`src/include/tlp_macros.svh`:
```
`ifndef TLP_MACROS_SVH
`define TLP_MACROS_SVH

// APB register map, byte addresses
`define TLP_ADDR_CTRL  8'h00     // Kind, fmt and attribute controls
`define TLP_ADDR_LEN   8'h04     // Length and byte enables
`define TLP_ADDR_ID    8'h08     // Bus, device, function numbers
`define TLP_ADDR_TAG   8'h0C     // Tag and completion fields
`define TLP_ADDR_CPL   8'h10     // Completer ID, lower address, register
`define TLP_ADDR_ALO   8'h14     // Address bits 31:0
`define TLP_ADDR_AHI   8'h18     // Address bits 63:32
`define TLP_ADDR_DW0   8'h20     // Header words, read only
`define TLP_ADDR_DW1   8'h24
`define TLP_ADDR_DW2   8'h28
`define TLP_ADDR_DW3   8'h2C
`define TLP_ADDR_STAT  8'h30     // Tag error and 4DW flag

// Header kinds selected by CTRL
`define TLP_KIND_W     3
`define TLP_KIND_MEM   3'd0
`define TLP_KIND_IO    3'd1
`define TLP_KIND_CFG0  3'd2
`define TLP_KIND_CPL   3'd3

// DW0 type field
`define TLP_TYPE_MEM   5'b00000
`define TLP_TYPE_IO    5'b00010
`define TLP_TYPE_CFG0  5'b00100
`define TLP_TYPE_CPL   5'b01010

// Fmt bit positions
`define TLP_FMT_DATA_BIT 1       // Payload follows header
`define TLP_FMT_4DW_BIT  0       // Four DW header

// Field widths
`define TLP_LEN_W      10
`define TLP_TAG_W      10
`define TLP_ID_W       16
`define TLP_DW_W       32
`define TLP_APB_AW     8

`define TLP_SUPPORT_10BIT_TAG_DEF 0 // 8-bit tags by default

`endif

```
`src/logic/tlp_pkg.sv`:
```
`include "tlp_macros.svh"

package tlp_pkg;

    // DW1 of a request header
    typedef struct packed {
        logic [`TLP_ID_W-1:0] requester_id;  // Bus, dev/fn or ARI fn
        logic [7:0]           tag;           // Tag low byte
        logic [3:0]           last_be;
        logic [3:0]           first_be;
    } tlp_req_dw1_t;

    // DW1 of a completion header
    typedef struct packed {
        logic [`TLP_ID_W-1:0] completer_id;
        logic [2:0]           status;        // Passed through, not decoded
        logic                 bcm;           // Byte count modified
        logic [11:0]          byte_count;
    } tlp_cpl_dw1_t;

    // Same word, two views
    typedef union packed {
        tlp_req_dw1_t req;
        tlp_cpl_dw1_t cpl;
    } tlp_dw1_u;

endpackage

```
`src/logic/tlp_apb_regs.sv`:
```
`timescale 1ns/1ps
`include "tlp_macros.svh"

module tlp_apb_regs
    import tlp_pkg::*;
(
    input  logic                   pclk,
    input  logic                   rst_n,
    input  logic                   psel,
    input  logic                   penable,
    input  logic                   pwrite,
    input  logic [`TLP_APB_AW-1:0] paddr,
    input  logic [`TLP_DW_W-1:0]   pwdata,
    output logic [`TLP_DW_W-1:0]   prdata,
    output logic                   pready,
    output logic                   pslverr,
    output logic [`TLP_KIND_W-1:0] kind,
    output logic                   has_data,
    output logic                   addr64,
    output logic                   td,
    output logic                   ep,
    output logic [2:0]             tc,
    output logic [2:0]             attr,
    output logic                   ari_enabled,
    output logic [3:0]             ext_reg,
    output logic [`TLP_LEN_W-1:0]  length,
    output logic [3:0]             first_be,
    output logic [3:0]             last_be,
    output logic [7:0]             bus,
    output logic [4:0]             dev,
    output logic [2:0]             fn,
    output logic [7:0]             ari_fn,
    output logic [`TLP_TAG_W-1:0]  tag,
    output logic [2:0]             cpl_status,
    output logic                   bcm,
    output logic [11:0]            byte_count,
    output logic [`TLP_ID_W-1:0]   completer_id,
    output logic [6:0]             lower_addr,
    output logic [5:0]             reg_num,
    output logic [`TLP_DW_W-1:0]   addr_lo,
    output logic [`TLP_DW_W-1:0]   addr_hi,
    input  logic [`TLP_DW_W-1:0]   hdr_dw0,
    input  tlp_dw1_u               hdr_dw1,
    input  logic [`TLP_DW_W-1:0]   hdr_dw2,
    input  logic [`TLP_DW_W-1:0]   hdr_dw3,
    input  logic                   four_dw_q,
    input  logic                   tag_error_q
);

    logic [17:0] ctrl_q;                 // Only defined field bits stored
    logic [17:0] len_q;
    logic [23:0] id_q;
    logic [25:0] tag_q;
    logic [28:0] cpl_q;
    logic [31:0] alo_q;
    logic [31:0] ahi_q;
    logic        addr_rw;                // Field register hit
    logic        addr_ro;                // Header or status hit
    logic        access;                 // APB access phase
    logic        wr_en;

    assign access  = psel && penable;
    assign addr_rw = (paddr == `TLP_ADDR_CTRL) || (paddr == `TLP_ADDR_LEN) ||
                     (paddr == `TLP_ADDR_ID)   || (paddr == `TLP_ADDR_TAG) ||
                     (paddr == `TLP_ADDR_CPL)  || (paddr == `TLP_ADDR_ALO) ||
                     (paddr == `TLP_ADDR_AHI);
    assign addr_ro = (paddr == `TLP_ADDR_DW0) || (paddr == `TLP_ADDR_DW1) ||
                     (paddr == `TLP_ADDR_DW2) || (paddr == `TLP_ADDR_DW3) ||
                     (paddr == `TLP_ADDR_STAT);
    assign wr_en   = access && pwrite && addr_rw; // RO and unmapped writes dropped
    assign pready  = 1'b1;                        // Zero wait states
    assign pslverr = access && (!(addr_rw || addr_ro) || (pwrite && addr_ro));

    always_ff @(posedge pclk or negedge rst_n) begin
        if (!rst_n) begin
            ctrl_q <= '0;
            len_q  <= '0;
            id_q   <= '0;
            tag_q  <= '0;
            cpl_q  <= '0;
            alo_q  <= '0;
            ahi_q  <= '0;
        end else if (wr_en) begin
            case (paddr)
                `TLP_ADDR_CTRL: ctrl_q <= pwdata[17:0];
                `TLP_ADDR_LEN:  len_q  <= pwdata[17:0];
                `TLP_ADDR_ID:   id_q   <= pwdata[23:0];
                `TLP_ADDR_TAG:  tag_q  <= pwdata[25:0];
                `TLP_ADDR_CPL:  cpl_q  <= pwdata[28:0];
                `TLP_ADDR_ALO:  alo_q  <= pwdata;
                `TLP_ADDR_AHI:  ahi_q  <= pwdata;
                default: ;
            endcase
        end
    end

    // Read mux, valid in the access cycle
    always_comb begin
        prdata = '0;
        if (psel && !pwrite) begin
            case (paddr)
                `TLP_ADDR_CTRL: prdata = {14'd0, ctrl_q};
                `TLP_ADDR_LEN:  prdata = {14'd0, len_q};
                `TLP_ADDR_ID:   prdata = {8'd0, id_q};
                `TLP_ADDR_TAG:  prdata = {6'd0, tag_q};
                `TLP_ADDR_CPL:  prdata = {3'd0, cpl_q};
                `TLP_ADDR_ALO:  prdata = alo_q;
                `TLP_ADDR_AHI:  prdata = ahi_q;
                `TLP_ADDR_DW0:  prdata = hdr_dw0;
                `TLP_ADDR_DW1:  prdata = hdr_dw1;
                `TLP_ADDR_DW2:  prdata = hdr_dw2;
                `TLP_ADDR_DW3:  prdata = hdr_dw3;
                `TLP_ADDR_STAT: prdata = {30'd0, four_dw_q, tag_error_q};
                default: ;
            endcase
        end
    end

    assign kind         = ctrl_q[2:0];
    assign has_data     = ctrl_q[3];
    assign addr64       = ctrl_q[4];
    assign td           = ctrl_q[5];
    assign ep           = ctrl_q[6];
    assign tc           = ctrl_q[9:7];
    assign attr         = ctrl_q[12:10];
    assign ari_enabled  = ctrl_q[13];
    assign ext_reg      = ctrl_q[17:14];
    assign length       = len_q[9:0];
    assign first_be     = len_q[13:10];
    assign last_be      = len_q[17:14];
    assign bus          = id_q[7:0];
    assign dev          = id_q[12:8];
    assign fn           = id_q[15:13];
    assign ari_fn       = id_q[23:16];
    assign tag          = tag_q[9:0];
    assign cpl_status   = tag_q[12:10];
    assign bcm          = tag_q[13];
    assign byte_count   = tag_q[25:14];
    assign completer_id = cpl_q[15:0];
    assign lower_addr   = cpl_q[22:16];
    assign reg_num      = cpl_q[28:23];
    assign addr_lo      = alo_q;
    assign addr_hi      = ahi_q;

    // Error response only in a real access phase, after a setup phase
    a_slverr_access: assert property (@(posedge pclk) disable iff (!rst_n)
        pslverr |-> penable && $past(psel && !penable));

endmodule

```
`src/logic/tlp_dw0_encode.sv`:
```
`timescale 1ns/1ps
`include "tlp_macros.svh"

module tlp_dw0_encode
    import tlp_pkg::*;
(
    input  logic [`TLP_KIND_W-1:0] kind,
    input  logic                   has_data,
    input  logic                   addr64,
    input  logic                   td,
    input  logic                   ep,
    input  logic [2:0]             tc,
    input  logic [2:0]             attr,
    input  logic [`TLP_LEN_W-1:0]  length,
    output logic [`TLP_DW_W-1:0]   dw0_base,
    output logic                   four_dw
);

    logic [2:0]            fmt;
    logic [4:0]            type_code;
    logic [2:0]            tc_eff;
    logic [2:0]            attr_eff;
    logic                  td_eff;
    logic                  ep_eff;
    logic [`TLP_LEN_W-1:0] len_eff;

    assign four_dw = (kind == `TLP_KIND_MEM) && addr64;  // Only memory gets 64-bit addr

    always_comb begin
        fmt                    = 3'b000;
        fmt[`TLP_FMT_DATA_BIT] = has_data;
        fmt[`TLP_FMT_4DW_BIT]  = four_dw;
    end

    always_comb begin
        type_code = `TLP_TYPE_MEM;       // Unknown kinds fall back to MEM
        tc_eff    = tc;
        attr_eff  = attr;
        td_eff    = td;
        ep_eff    = ep;
        len_eff   = length;
        case (kind)
            `TLP_KIND_IO: begin
                type_code = `TLP_TYPE_IO;
                tc_eff    = 3'd0;        // IO is TC0, no ordering attrs
                attr_eff  = 3'd0;
                len_eff   = 10'd1;       // Always one DW
            end
            `TLP_KIND_CFG0: begin
                type_code = `TLP_TYPE_CFG0;
                tc_eff    = 3'd0;
                attr_eff  = 3'd0;
                len_eff   = 10'd1;
                td_eff    = 1'b0;
                ep_eff    = 1'b0;
            end
            `TLP_KIND_CPL: begin
                type_code = `TLP_TYPE_CPL;
                td_eff    = 1'b0;
                ep_eff    = 1'b0;
            end
            default: ;
        endcase
    end

    // T9 and T8 slots left zero, filled downstream
    assign dw0_base = {fmt, type_code, 1'b0, tc_eff, 1'b0, attr_eff[2], 2'b00,
                       td_eff, ep_eff, attr_eff[1:0], 2'b00, len_eff};

endmodule

```
`src/logic/tlp_gen_top.sv`:
```
`timescale 1ns/1ps
`include "tlp_macros.svh"

module tlp_gen_top
    import tlp_pkg::*;
#(
    parameter int support_10bit_tag = `TLP_SUPPORT_10BIT_TAG_DEF
)
(
    input  logic                   pclk,
    input  logic                   rst_n,
    input  logic                   psel,
    input  logic                   penable,
    input  logic                   pwrite,
    input  logic [`TLP_APB_AW-1:0] paddr,
    input  logic [`TLP_DW_W-1:0]   pwdata,
    output logic [`TLP_DW_W-1:0]   prdata,
    output logic                   pready,
    output logic                   pslverr
);

    logic [`TLP_KIND_W-1:0] kind;
    logic                   has_data, addr64, td, ep, ari_enabled, bcm;
    logic [2:0]             tc, attr, fn, cpl_status;
    logic [3:0]             ext_reg, first_be, last_be;
    logic [`TLP_LEN_W-1:0]  length;
    logic [7:0]             bus, ari_fn;
    logic [4:0]             dev;
    logic [`TLP_TAG_W-1:0]  tag, tag_hdr;
    logic [11:0]            byte_count;
    logic [`TLP_ID_W-1:0]   completer_id, requester_id;
    logic [6:0]             lower_addr;
    logic [5:0]             reg_num;
    logic [`TLP_DW_W-1:0]   addr_lo, addr_hi, dw0_base;
    logic [`TLP_DW_W-1:0]   hdr_dw0, hdr_dw2, hdr_dw3;
    tlp_dw1_u               hdr_dw1;     // Request or completion view
    logic                   tag_error, four_dw, four_dw_q, tag_error_q;

    tlp_apb_regs u_regs (
        .pclk, .rst_n, .psel, .penable, .pwrite, .paddr, .pwdata,
        .prdata, .pready, .pslverr,
        .kind, .has_data, .addr64, .td, .ep, .tc, .attr, .ari_enabled, .ext_reg,
        .length, .first_be, .last_be, .bus, .dev, .fn, .ari_fn,
        .tag, .cpl_status, .bcm, .byte_count, .completer_id, .lower_addr, .reg_num,
        .addr_lo, .addr_hi,
        .hdr_dw0, .hdr_dw1, .hdr_dw2, .hdr_dw3, .four_dw_q, .tag_error_q
    );

    tlp_req_id_tag #(.support_10bit_tag(support_10bit_tag)) u_id_tag (
        .bus, .dev, .fn, .ari_fn, .ari_enabled, .tag,
        .requester_id, .tag_hdr, .tag_error
    );

    tlp_dw0_encode u_dw0 (
        .kind, .has_data, .addr64, .td, .ep, .tc, .attr, .length,
        .dw0_base, .four_dw
    );

    tlp_hdr_assemble u_hdr (
        .pclk, .rst_n, .kind, .dw0_base, .four_dw, .requester_id, .tag_hdr, .tag_error,
        .first_be, .last_be, .completer_id, .cpl_status, .bcm, .byte_count, .lower_addr,
        .addr_lo, .addr_hi, .bus, .dev, .fn, .reg_num, .ext_reg,
        .hdr_dw0, .hdr_dw1, .hdr_dw2, .hdr_dw3, .four_dw_q, .tag_error_q
    );

endmodule

```
`src/logic/tlp_hdr_assemble.sv`:
```
`timescale 1ns/1ps
`include "tlp_macros.svh"

module tlp_hdr_assemble
    import tlp_pkg::*;
(
    input  logic                   pclk,
    input  logic                   rst_n,
    input  logic [`TLP_KIND_W-1:0] kind,
    input  logic [`TLP_DW_W-1:0]   dw0_base,
    input  logic                   four_dw,
    input  logic [`TLP_ID_W-1:0]   requester_id,
    input  logic [`TLP_TAG_W-1:0]  tag_hdr,
    input  logic                   tag_error,
    input  logic [3:0]             first_be,
    input  logic [3:0]             last_be,
    input  logic [`TLP_ID_W-1:0]   completer_id,
    input  logic [2:0]             cpl_status,
    input  logic                   bcm,
    input  logic [11:0]            byte_count,
    input  logic [6:0]             lower_addr,
    input  logic [`TLP_DW_W-1:0]   addr_lo,
    input  logic [`TLP_DW_W-1:0]   addr_hi,
    input  logic [7:0]             bus,
    input  logic [4:0]             dev,
    input  logic [2:0]             fn,
    input  logic [5:0]             reg_num,
    input  logic [3:0]             ext_reg,
    output logic [`TLP_DW_W-1:0]   hdr_dw0,
    output tlp_dw1_u               hdr_dw1,
    output logic [`TLP_DW_W-1:0]   hdr_dw2,
    output logic [`TLP_DW_W-1:0]   hdr_dw3,
    output logic                   four_dw_q,
    output logic                   tag_error_q
);

    logic [`TLP_DW_W-1:0] dw0_nxt;
    tlp_dw1_u             dw1_nxt;
    logic [`TLP_DW_W-1:0] dw2_nxt;
    logic [`TLP_DW_W-1:0] dw3_nxt;
    logic [`TLP_DW_W-1:0] addr_dw;       // DW-aligned low address

    assign addr_dw = {addr_lo[31:2], 2'b00};

    always_comb begin
        dw0_nxt     = dw0_base;
        dw0_nxt[23] = tag_hdr[9];        // T9
        dw0_nxt[19] = tag_hdr[8];        // T8
    end

    always_comb begin
        if (kind == `TLP_KIND_CPL) begin
            dw1_nxt.cpl.completer_id = completer_id;
            dw1_nxt.cpl.status       = cpl_status;
            dw1_nxt.cpl.bcm          = bcm;
            dw1_nxt.cpl.byte_count   = byte_count;
        end else begin
            dw1_nxt.req.requester_id = requester_id;
            dw1_nxt.req.tag          = tag_hdr[7:0];
            case (kind)
                `TLP_KIND_CFG0: begin
                    dw1_nxt.req.first_be = 4'b1111;  // Whole config DW
                    dw1_nxt.req.last_be  = 4'b0000;
                end
                `TLP_KIND_IO: begin
                    dw1_nxt.req.first_be = first_be;
                    dw1_nxt.req.last_be  = 4'b0000;  // Single DW
                end
                default: begin
                    dw1_nxt.req.first_be = first_be;
                    dw1_nxt.req.last_be  = last_be;
                end
            endcase
        end
    end

    always_comb begin
        case (kind)
            `TLP_KIND_CPL:  dw2_nxt = {requester_id, tag_hdr[7:0], 1'b0, lower_addr};
            `TLP_KIND_CFG0: dw2_nxt = {bus, dev, fn, 4'b0000, ext_reg, reg_num, 2'b00};
            default:        dw2_nxt = four_dw ? addr_hi : addr_dw;  // Upper half first
        endcase
        dw3_nxt = four_dw ? addr_dw : '0;
    end

    always_ff @(posedge pclk or negedge rst_n) begin
        if (!rst_n) begin
            hdr_dw0     <= '0;
            hdr_dw1     <= '0;
            hdr_dw2     <= '0;
            hdr_dw3     <= '0;
            four_dw_q   <= 1'b0;
            tag_error_q <= 1'b0;
        end else begin
            hdr_dw0     <= dw0_nxt;
            hdr_dw1     <= dw1_nxt;
            hdr_dw2     <= dw2_nxt;
            hdr_dw3     <= dw3_nxt;
            four_dw_q   <= four_dw;
            tag_error_q <= tag_error;
        end
    end

    // A rejected tag never reaches the T9/T8 slots
    a_tag_trim: assert property (@(posedge pclk) disable iff (!rst_n)
        tag_error |-> (tag_hdr[9:8] == 2'b00));

endmodule

```
`src/logic/tlp_req_id_tag.sv`:
```
`timescale 1ns/1ps
`include "tlp_macros.svh"

module tlp_req_id_tag
    import tlp_pkg::*;
#(
    parameter int support_10bit_tag = `TLP_SUPPORT_10BIT_TAG_DEF  // 1: tag bits 9:8 pass
)
(
    input  logic [7:0]            bus,
    input  logic [4:0]            dev,
    input  logic [2:0]            fn,
    input  logic [7:0]            ari_fn,
    input  logic                  ari_enabled,
    input  logic [`TLP_TAG_W-1:0] tag,
    output logic [`TLP_ID_W-1:0]  requester_id,
    output logic [`TLP_TAG_W-1:0] tag_hdr,
    output logic                  tag_error
);

    logic [7:0] fn_field;                // Low byte of the routing ID

    // ARI folds device into an 8-bit function number
    assign fn_field     = ari_enabled ? ari_fn : {dev, fn};
    assign requester_id = {bus, fn_field};

    generate
        if (support_10bit_tag != 0) begin : g_tag10
            assign tag_hdr   = tag;      // Full 10-bit tag
            assign tag_error = 1'b0;
        end else begin : g_tag8
            assign tag_hdr   = {2'b00, tag[7:0]};  // Upper bits trimmed
            assign tag_error = (tag[9:8] != 2'b00);
        end
    endgenerate

endmodule

```
`config.mk`:
```
export PLATFORM = sky130hd
export DESIGN_NAME = tlp_gen_top
export DESIGN_NICKNAME = d
export VERILOG_FILES = /design/src/logic/tlp_pkg.sv /design/src/logic/tlp_apb_regs.sv /design/src/logic/tlp_dw0_encode.sv /design/src/logic/tlp_gen_top.sv /design/src/logic/tlp_hdr_assemble.sv /design/src/logic/tlp_req_id_tag.sv
export VERILOG_INCLUDE_DIRS = /design/src /design/src/include
export SDC_FILE = /design/constraint.sdc
export NUM_CORES = 1
export LEC_CHECK = 0
export ABC_AREA = 1
export BUFFER_PORTS_ARGS = -buffer_cell sky130_fd_sc_hd__clkbuf_2
export CORE_MARGIN = 5
export CORE_UTILIZATION = 45
export CTS_BUF_LIST = sky130_fd_sc_hd__clkbuf_2
export CTS_CLUSTER_SIZE = 16
export DETAILED_ROUTE_END_ITERATION = 10
export SETUP_SLACK_MARGIN = 0.4
export SYNTH_ARGS = -nofsm -noshare
export SYNTH_HDL_FRONTEND = slang
export SYNTH_SLANG_ARGS = --single-unit
```
`constraint.sdc`:
```
create_clock -name pclk -period 1.6 [get_ports pclk]
set_input_delay 0.24 -clock pclk [delete_from_list [all_inputs] [get_ports pclk]]
set_output_delay 0.24 -clock pclk [all_outputs]
set_load 0.02 [all_outputs]
```
==> out/metrics.yaml <==
gp_congestion: 0.9479
die_y_um: 187.3
seq_power_share: 0.528
power.leakage_nw: 11.36
routed_via_density: 5.668
drtAntennaViolNets: 0
drtIter0Drc: 1612
cts_sinks: 297
yosysSeqAreaShare: 0.5252
cts_made_buffers: 83
root_buffer: "clkbuf_2"
rows: 65
synth_edf_count: 0
clock_skew_ps: 89.49
violations: "setup timing"
overflow: 0
path_max_fanout: 2
synth_warnings: 0
dieWidth_um: 187.3
ios: 79
clkLatencyLatePin_ps: 960
setup_violations: 135
fin_ws_ps: -626.7
status: "complete, but fails checks"
hp-class: "input port to register"
pre_cts_ws_ps: -435.6
endpoint_kind: "primary output"
core-area_mm2: 0.03131
grt_pass1_wl_um: 87660
r2r_slack_ps: -290
grt_pass1_vias: 14960
netlist_top_cells_count: "nand2_1, dfrtp_1, nand3_1"
clock_path_buffers: 3
die_area_mm2: 0.03509
p_clk_frac: 0.417
max_stage_delay_ps: 430
period_needed_ps: 2227
crit_chain: "buf_6 -> nand2_4 -> nand3_4 -> nor2_4 -> a21oi_2 -> clkbuf_8"
netlist_instances: 1874
hpwl_um: 36510
combPwrFrac: 0.055
fin_setup_tns_ps: -30280
fin_nets: 2347
firstDrtPassIters: 5
p_switching_mw: 3.920
yosysMostFrequentCell: "nand2_1"
synth_top_area_frac: 0.5252
cts_tree: "yes"
grt_max_degree: 63
vias: 15696
relSlewSlack: 0.2762
wire_per_inst_um: 22.36
slew_viol_final: 0
p_int_mw: 10.30
area_delta_synth_final_pct: 57.35
ir_drop_mv: 0.4138
p_sw_frac: 0.2756
ys_top_cells_by_area: "dfrtp_1, nand2_1, nand3_1"
yosys.area.top_type: "dfrtp_1"
drc: 0
wl_um: 61920
synth_flop_cell: "dfrtp_1"
synth_area_mm2: 0.01415
power_density_mw_per_mm2: 638.8
cp_slowest_cell: "dfrtp_1"
postSynthAreaPerCell_um2: 7.551
antenna_found_initial: 2
start_util: 0.4519
critPathKind: "register to primary output"
io_buffers: 77
startpoint_type: "register"
clk_pin_slew_ps: 110
track_usage: 0.3235
postSynth.asyncResetShare: 1.000
cap_violations: 0
cp_data_arrival_time_ps: 1990
synth.net_count: 1919
rsz0062_at_grt: "true"
ys_types: 33
layout-drive-gt1-share: 0.4190
period_share: 1.392
worstMarginPinSlew_ps: 1084
hold_violations: 0
required_ps: 1360
ys_ff_latch: 297
fmax_mhz: 449.1
htree_levels: 3
## cell families after synthesis
| logic type | Yosys count | share of synthesized area |
|---|---|---|
| other | 1 | 0.0002650 |
| AOI/OAI and AO/OA | 176 | 0.06738 |
| DFF | 297 | 0.5252 |
| and+or+nand+nor | 1149 | 0.3362 |
| buffers and inverters | 251 | 0.07092 |
## state kept, by name (all words and copies together), names as in the netlist
signal / count
u_hdr.hdr_dw0: 23
u_hdr.hdr_dw1: 32
u_hdr.hdr_dw2: 32
u_hdr.hdr_dw3: 30
u_hdr.tag_error_q: 1
u_regs.addr_hi: 32
u_regs.addr_lo: 32
u_regs.cpl_q: 29
u_regs.ctrl_q: 18
u_regs.id_q: 24
u_regs.len_q: 18
u_regs.tag_q: 26
## critical path: cells and delay by family (launching register included)
family	cells	cell delay, ps
simple gates	3	250
flops	1	430
buf+inv	2	300
compound gates	1	70
## per-layer routing
metal | track usage | share of wire
met4 | 0.1527 | 0.063
met5 | 0 | 0
met3 | 0.08679 | 0.12
met2 | 0.5078 | 0.45
met1 | 0.4194 | 0.37
## stage by stage
step           hold WS, ps    util  std cells  power (mW)  instance area [µm²]
2_1_floorplan       -55.59       -       1874       7.862                15090
3_3_place_gp         113.2  0.5338       2386       8.310                16710
3_5_place_dp         111.5  0.5338       2386       8.314                16710
4_1_cts              26.74  0.6525       2708       14.22                20430
5_1_grt              49.30  0.7110       2768       14.80                22260
6_report             83.00  0.7111       2769       14.22                22270
## power by group through the flow
stage | Combinational (mW) | Sequential [mW] | Clock [mW]
after global placement | 0.654 | 7.66 | 0
after detailed placement | 0.657 | 7.66 | 0
final | 0.784 | 7.51 | 5.93
after CTS | 0.762 | 7.51 | 5.95
after global routing | 0.845 | 7.51 | 6.45
after floorplan | 0.204 | 7.66 | 0
## timing repair
item | 4_1_cts | 5_1_grt
hold buffers | 35 | 0
resized for setup | 413 | 308
buffers inserted | 132 | 47
endpoints found under the hold margin | 476 | 0
pin swaps | 148 | 127
gates cloned | 7 | 12
endpoints found under the setup margin | 137 | 354
## path summary, 6_finish.rpt
check | startpoint | end | cells after the start
max in group asynchronous | rst_n | u_regs.addr_lo[16] | 4
min in group asynchronous | rst_n | u_regs.addr_lo[0] | 3
worst max-delay path | u_regs.ctrl_q[0] | prdata[0] | 6
worst max register to register | u_regs.ctrl_q[2] | u_hdr.hdr_dw1[15] | 11
worst min register to register | u_regs.addr_hi[11] | u_hdr.hdr_dw2[11] | 2
worst min-delay path | pwrite | u_regs.len_q[11] | 8
## layout make-up
type                            count  area [µm²]
Timing Repair inverter              1       11.26
Timing Repair Buffer              446        4883
Antenna cell                        2       5.005
Inverter                          146       663.1
Fill cell                        2282        9046
Clock inverter                     25       178.9
Clock buffer                      123       615.6
Multi-Input combinational cell   1327        7950
Sequential cell                   297        7455
Tap cell                          402       503.0
## placed cells by master, fill, tap and decap left out, types with 33 or more instances in the layout
| master | instances |
|---|---|
| inv_2 | 34 |
| buf_12 | 62 |
| o21ai_0 | 35 |
| nand2_2 | 48 |
| buf_6 | 41 |
| buf_4 | 211 |
| inv_1 | 101 |
| nand3_1 | 200 |
| nor2_4 | 82 |
| nand3_2 | 68 |
| dfrtp_1 | 279 |
| dlygate4sd3_1 | 33 |
| nor2_2 | 45 |
| nand2_1 | 624 |
| clkbuf_2 | 160 |
No activity file was read; power rests on OpenSTA's default activity.
